File: src/ex_consts.svh
// Widths and depths shared by the execute cluster and its testbench
// The multiplier datapath is laid out for exactly four stages
`ifndef EX_CONSTS_SVH
`define EX_CONSTS_SVH

// Operand and result width
`define EX_DATA_W 64

// Physical register tag, one per PRF entry
`define EX_TAG_W 6

// Reorder-buffer index
`define EX_ROB_W 5

// Multiplier pipeline depth, output register included
`define EX_MULT_STAGES 4

`endif

File: src/ex_pkg.sv
// Types for the execute cluster; widths come from ex_consts.svh
`include "ex_consts.svh"

package ex_pkg;

  typedef logic [`EX_DATA_W-1:0] data_t;
  typedef logic [`EX_TAG_W-1:0]  tag_t;
  typedef logic [`EX_ROB_W-1:0]  rob_idx_t;

  typedef enum logic [3:0] {
    ALU_ADD    = 4'h0,
    ALU_SUB    = 4'h1,
    ALU_AND    = 4'h2,
    ALU_OR     = 4'h3,
    ALU_XOR    = 4'h4,
    ALU_SLL    = 4'h5,
    ALU_SRL    = 4'h6,
    ALU_CMPEQ  = 4'h7,
    ALU_CMPULT = 4'h8
  } alu_op_t;

  typedef struct packed {
    alu_op_t  op;
    tag_t     tag;
    rob_idx_t rob_idx;
    data_t    a;
    data_t    b;
  } alu_issue_t;

  typedef struct packed {
    tag_t     tag;
    rob_idx_t rob_idx;
    data_t    a;
    data_t    b;
  } mult_issue_t;

  // One broadcast on the common data bus
  typedef struct packed {
    tag_t     tag;
    rob_idx_t rob_idx;
    data_t    value;
  } cdb_t;

endpackage

File: src/cdb_arbiter.sv
// Round-robin merge of the ALU and multiplier results onto one CDB
// The side that lost the last contested cycle wins the next one
module cdb_arbiter import ex_pkg::*;
(
  input  logic clock,
  input  logic reset,
  input  logic alu_valid,
  input  cdb_t alu,
  output logic alu_ready,
  input  logic mult_valid,
  input  cdb_t mult,
  output logic mult_ready,
  output logic cdb_valid,
  output cdb_t cdb,
  input  logic cdb_ready
);

  logic space;       // CDB register empty or draining
  logic alu_won;     // ALU took the last contested cycle
  logic pick_alu;
  logic pick_mult;
  logic grant_alu;
  logic grant_mult;
  logic contested;

  assign space     = !cdb_valid || cdb_ready;
  assign contested = alu_valid && mult_valid;

  ////////////////////
  // Grant

  assign pick_alu  = !mult_valid || !alu_won;
  assign pick_mult = !alu_valid || alu_won;

  assign alu_ready  = space && pick_alu;
  assign mult_ready = space && pick_mult;

  assign grant_alu  = alu_valid && alu_ready;
  assign grant_mult = mult_valid && mult_ready;

  always_ff @(posedge clock)
  begin
    if (reset)
    begin
      alu_won <= 1'b0;  // First contest goes to the ALU
    end
    else if (contested && space)
    begin
      alu_won <= grant_alu;
    end
  end

  ////////////////////
  // CDB register

  always_ff @(posedge clock)
  begin
    if (reset)
    begin
      cdb_valid <= 1'b0;
    end
    else if (grant_alu || grant_mult)
    begin
      cdb_valid <= 1'b1;
    end
    else if (cdb_ready)
    begin
      cdb_valid <= 1'b0;
    end
  end

  always_ff @(posedge clock)
  begin
    if (grant_alu)
    begin
      cdb <= alu;
    end
    else if (grant_mult)
    begin
      cdb <= mult;
    end
  end

  a_one_grant: assert property (@(posedge clock) disable iff (reset)
    !(grant_alu && grant_mult));

  // Consumers sample the bus only on a transfer
  a_cdb_hold: assert property (@(posedge clock) disable iff (reset)
    (cdb_valid && !cdb_ready) |=> (cdb_valid && $stable(cdb)));

endmodule

File: config.mk
export PLATFORM = sky130hd
export DESIGN_NAME = cdb_arbiter
export DESIGN_NICKNAME = d
export VERILOG_FILES = /design/src/ex_pkg.sv /design/src/cdb_arbiter.sv
export VERILOG_INCLUDE_DIRS = /design/src /design/src/src
export SDC_FILE = /design/constraint.sdc
export NUM_CORES = 1
export LEC_CHECK = 0
export BUFFER_PORTS_ARGS = -buffer_cell sky130_fd_sc_hd__buf_2
export CAP_MARGIN = 20
export CORE_ASPECT_RATIO = 1.2
export CORE_MARGIN = 3
export CORE_UTILIZATION = 35
export CTS_BUF_LIST = sky130_fd_sc_hd__clkbuf_16
export CTS_CLUSTER_SIZE = 25
export DETAILED_ROUTE_END_ITERATION = 8
export GPL_TIMING_DRIVEN = 0
export PLACE_DENSITY = 0.69
export SLEW_MARGIN = 25
export SYNTH_ARGS = -nofsm -noshare
export SYNTH_HDL_FRONTEND = slang
export SYNTH_SLANG_ARGS = --single-unit
File: constraint.sdc
create_clock -name clock -period 10.7 [get_ports clock]
set_input_delay 0.535 -clock clock [delete_from_list [all_inputs] [get_ports clock]]
set_output_delay 0.535 -clock clock [all_outputs]
set_load 0.1 [all_outputs]
==> impl_metrics.toml, run 1 <==
[cells_and_area]
instances_no_fill = 548
final_util = 0.537
final_cell_mix = "buf_2 (234), edfxtp_1 (75), mux2_4 (50)"
antenna_cells = 0
drive_above_1_share = 0.755
area_growth_pct = 48.6
finalNetCount = 575
layout_commonest_cell = "buf_2"

[min_path]
min_from = "reset"
hp-class = "input port to register"
hold_depth = 2
hold_path_end = "alu_won$_SDFFE_PP0P_"

[cts]
cts_tree = "done"
cts-root-buf = "clkbuf_16"
cts_buffers = 9
clk_path_buf_depth = 2
hold_buffers = 0
path_clk_slew_ns = 0.05
clock_sinks = 77
cts_max_level = 3
postCtsResizedCells = 0
cts_setup_buffers = 0
clkLatencyLatePin_ns = 0.33

[worst_setup_path]
arrival_ns = 1.46
reg2reg_from = "cdb_valid$_SDFFE_PP0P_"
setup.worst_path.end_class = "output pin"
critPathKind = "register to output pin"
r2r_slack_ns = 9.04
cp-start-kind = "register"
crit_required_ns = 10.17
ff2ff_path_depth = 4
cp_max_fo = 5
reg2reg_to = "cdb[70]$_DFFE_PP_"

[floorplanning]
dieArea_um2 = 11200
die_x_um = 97.0
core.rowCount = 39
core_area_um2 = 9610
initial_core_util = 0.361
die_height_um = 115
num_io_pins = 233

[pwr]
p_seq_frac = 0.373
p_sw_uw = 380
ir_drop_uv = 87.1
power.density_nw_per_um2 = 195
p_int_uw = 627
p_leak_uw = 0.00246
pwr-share-clk = 0.288
switching_share = 0.377
comb_power_share = 0.339

[detailed_routing]
antenna_left = 0
num_vias = 2447
drt_iter0_markers = 85
wire_per_inst_um = 15.2
drt_drc_violations_left = 0
drt-vias-per-instance = 4.47
drt-total-wl_um = 8350
drt-pass1-iter-count = 4

[timing]
hold_ws_ns = 0.394
final.period_utilization = 0.186
setup_viol = 0
tightest_slew_ns = 0.511
period_minus_slack_ns = 1.99
rsz0062_at_grt = "no"
fin_skew_ns = 0.00656
finalMaxSlewViolations = 0
fmax_mhz = 502
max-slew-margin-rel = 0.662
tns_ns = 0
hold_viol = 0

[global_routing]
top_usage_layer = "met2"
antenna_found_initial = 0
grt_pass1_wl_um = 12800
gr-usage-met2 = 0.259
grtUsageMet3 = 0.0576
grt_use_met1 = 0.164
grtUsageTotal = 0.149
grt_pass1_vias = 2574
globalRouteOverflowTotal = 0
grt_max_degree = 26

[flow_run]
maxCapViolations = 0

[status]
run_status = "completed"

[logic_synthesis]
yosysTopAreaCellShare = 0.648
ys_ff_latch = 77
netlist_instances = 174
synth_area_um2 = 3470
syn_nets = 329
avgSynthCellArea_um2 = 20.0
ys_types = 16
ys_seq_area_frac = 0.660
yosysWarnings = 0
synth_area_leaders = "edfxtp_1 (65%), mux2_4 (22%), mux2_1 (4.2%)"
synth_top_area_cell = "edfxtp_1"

[place]
place.gp.congestion = 0.784
post-dp-hpwl_um = 6790
dp_cells = 532
port_buffers = 232
==> state kept, by name, summed over array words and instances (netlist names) <==
| register | cells |
|---|---|
| alu_won | 1 |
| cdb_valid | 1 |
| cdb | 75 |
==> power by group through the flow <==
stage	registers (µW)	logic, µW	clock network [µW]
4_1_cts	376	345	296
3_3_place_gp	384	335	0
2_1_floorplan	592	63.6	0
6_report	376	342	290
3_5_place_dp	382	345	0
5_1_grt	379	354	309
==> kinds of logic (layout without fill, tap and decap cells) <==
family,after synthesis,in the layout,share of synthesized area
buf+inv,9,260,0.0234
flops,77,77,0.660
simple gates,8,8,0.0126
mux,75,75,0.297
compound gates,5,5,0.00720
==> layer usage <==
metal  wire length, µm  vias to the layer above
met5                 0                        -
met4               123                        0
met3               916                        9
met2              4310                      149
met1              3000                     1118
li1                  -                     1171
==> synth_stat cells <==
cell / n
buf_2: 2
nor2b_1: 1
mux2_1: 13
nand2_1: 2
a21oi_1: 4
nor2_1: 2
buf_6: 6
nand2b_1: 1
mux2_4: 50
o21ai_0: 1
edfxtp_1: 75
inv_1: 1
mux2_2: 12
dfxtp_1: 2
nand3_2: 1
or3_1: 1
==> through the flow <==
step	setup WS [ns]	area (µm²)	power, µW
after CTS	8.70	5160	1020
after detailed placement	8.76	4880	727
after global placement	5.12	4790	719
after global routing	8.58	5160	1040
final	8.71	5160	1010
after floorplan	6.08	3470	656
==> how the worst max path moves through the flow <==
| stage | from | slack (ns) | end |
|---|---|---|---|
| after floorplan | cdb_valid$_SDFFE_PP0P_ | 6.08 | cdb[0]$_DFFE_PP_ |
| after global placement | alu_valid | 5.12 | cdb[73]$_DFFE_PP_ |
| after detailed placement | cdb_ready | 8.76 | alu_ready |
| after CTS | cdb_valid$_SDFFE_PP0P_ | 8.70 | alu_ready |
| after global routing | cdb_valid$_SDFFE_PP0P_ | 8.58 | alu_ready |
| final | cdb_valid$_SDFFE_PP0P_ | 8.71 | alu_ready |
==> area by class of cell <==
| class | count | area (µm²) |
|---|---|---|
| buffer | 8 | 77.6 |
| fill | 820 | 4450 |
| tap | 123 | 154 |
| clock buffer | 9 | 225 |
| sequential | 77 | 2290 |
| clock inverter | 7 | 57.6 |
| multi-input combinational | 88 | 1110 |
| timing repair buffer | 235 | 1240 |
| inverter | 1 | 3.75 |
==> critical path: stages (launching register included) <==
cell,delay (ns)
dfxtp_1,0.35
nor2b_1,0.38
a21oi_1,0.09
buf_2,0.31
(Power assumes the default switching activity.)
==> inputs of run 2 (changes only) <==
- PLACE_DENSITY: 0.69 -> 0.72
- clock period: 10.7 -> 1.6 ns (I/O delays scaled with it)
==> run 2 against run 1 <==
Power rose to 7.2 times the previous value. Die area did not move. Final area rose by 1.9%. Worst setup slack got worse by 8.6 ns. Critical path type is now register to register. Largest cell class unchanged. Largest power group unchanged. Count of clock-buffer cells in the layout did not move. First-iteration DRC count fell by 46%. Global-route usage fell by 0.14 points. Sequential power rose to 6.7 times the previous value. Critical path depth rose by 2.
==> impl_metrics.toml, run 2 (synthesis results as in run 1) <==
[status]
run_status = "completed"

[worst_setup_path]
cp_max_fo = 10
cp-startpoint = "cdb_valid$_SDFFE_PP0P_"
reg2reg_from = "cdb_valid$_SDFFE_PP0P_"
setup.worst_path.end_class = "register"
crit_required_ns = 1.67
cp-start-kind = "register"
critPathKind = "register to register"
arrival_ns = 1.57

[floorplanning]
die_height_um = 115
dieArea_um2 = 11200
initial_core_util = 0.361
die_x_um = 97.0
core_area_um2 = 9610
core.rowCount = 39
num_io_pins = 233

[cells_and_area]
multi_input_area_um2 = 1130
largest_reg_flops = 75
fin_area_um2 = 5260
layout_commonest_cell = "buf_2"
antenna_cells = 0
fillers = 811
final_cell_mix = "buf_2 (234), edfxtp_1 (75), mux2_4 (50)"
regArea_um2 = 2300
final_util = 0.547
area_growth_pct = 51.4
top_regs = "cdb x75, alu_won x1, cdb_valid x1"
drive_above_1_share = 0.770
finalNetCount = 576
top_register = "cdb"

[detailed_routing]
drt-pass1-iter-count = 4
drt-vias-per-instance = 4.45
drt_iter0_markers = 46
drt-total-wl_um = 8670
wire_per_inst_um = 15.8
num_vias = 2442
drt_drc_violations_left = 0
antenna_left = 0

[timing]
hold_viol = 0
period_minus_slack_ns = 1.50
hold_ws_ns = 0.0340
max-slew-margin-rel = 0.584
finalMaxSlewViolations = 0
fin_skew_ns = 0.00605
final.period_utilization = 0.939
setup_viol = 0
fmax_mhz = 666
tightest_slew_ns = 0.624
rsz0062_at_grt = "no"

[cts]
cts_buffers = 9
clock_sinks = 77
clk_path_buf_depth = 2
clkLatencyLatePin_ns = 0.33
cts-root-buf = "clkbuf_16"
cts_max_level = 3
path_clk_slew_ns = 0.06
cts_tree = "done"

[pwr]
p_sw_uw = 2560
p_int_uw = 4680
p_seq_frac = 0.347
pwr-share-clk = 0.337
comb_power_share = 0.317
ir_drop_uv = 624
power.density_nw_per_um2 = 1380
switching_share = 0.353
p_leak_uw = 0.00249

[global_routing]
grt_max_degree = 29
grtUsageTotal = 0.147
globalRouteOverflowTotal = 0
grt_pass1_vias = 2632
antenna_found_initial = 0
grt_pass1_wl_um = 12600

[place]
post-dp-hpwl_um = 6940
place.gp.congestion = 0.805
placed_area_um2 = 4880
port_buffers = 232

[min_path]
hp-class = "input port to register"
min_from = "alu[74]"

[flow_run]
maxCapViolations = 0
==> run 2: cell types whose count changed in the layout (fill, tap and decap cells not counted), moves of 2 or more <==
cell | before | now
buf_16 | 3 | 0
dfxtp_1 | 2 | 0
a21oi_2 | 0 | 2
buf_6 | 6 | 0
a21oi_1 | 4 | 2
buf_12 | 0 | 2
buf_8 | 0 | 6
clkinv_2 | 4 | 2
bufinv_16 | 1 | 4
==> run 2: final cells by class <==
| cell class | count | area share |
|---|---|---|
| multi-input cells | 89 | 0.215 |
| repair buffers | 235 | 0.230 |
| plain buffers | 8 | 0.0190 |
| flip-flops and latches | 77 | 0.437 |
| clock buffers | 9 | 0.0428 |
| well taps | 123 | 0.0293 |
| clock inverters | 7 | 0.0262 |
| inverters | 1 | 0.000714 |
==> run 2: power groups by stage <==
stage | Clock [µW] | Sequential, µW | Combinational (µW)
floorplan | 0 | 3950 | 443
global placement | 0 | 2550 | 2260
detailed placement | 0 | 2550 | 2300
CTS | 2500 | 2510 | 2310
global route | 2570 | 2530 | 2370
finish | 2440 | 2510 | 2290
==> run 2: worst paths after layout <==
check | endpoint | slack [ns] | cells after the start
worst min-delay path | cdb[74]$_DFFE_PP_ | 0.03 | 2
worst min register to register | alu_won$_SDFFE_PP0P_ | 0.51 | 2
worst max-delay path | cdb[59]$_DFFE_PP_ | 0.1 | 5
worst max register to register | cdb[59]$_DFFE_PP_ | 0.1 | 5
==> run 2: metal layers <==
metal / up-vias / global-route usage / part of all wire
li1: 1176 / - / -
met1: 1119 / 0.150 / 0.35
met2: 134 / 0.280 / 0.55
met3: 13 / 0.0364 / 0.079
met4: 0 / 0.0730 / 0.022
met5: - / 0 / 0
==> run 2: what timing repair did <==
action,4_1_cts,5_1_grt
setup buffers,0,0
hold endpoints to repair,2,0
resized for setup,0,1
hold buffers,1,0
gates cloned,1,0
pin swaps,1,0
endpoints found under the setup margin,55,47
==> run 2: metrics by stage <==
step	setup WS (ns)	instances	total power, µW	TNS (ns)
floorplan	-0.536	174	4390	-40.89
global placement	-0.779	529	4810	-58.19
detailed placement	-0.0316	531	4860	-1.45
CTS	0.0143	549	7320	0
global route	0.0221	549	7470	0
finish	0.0980	549	7240	0
==> run 2: critical path: stages (launching register included) <==
cell and delay [ns]:
dfxtp_4 0.34, nand2b_1 0.08, nand3_2 0.13, buf_8 0.18, buf_8 0.19, mux2_4 0.31
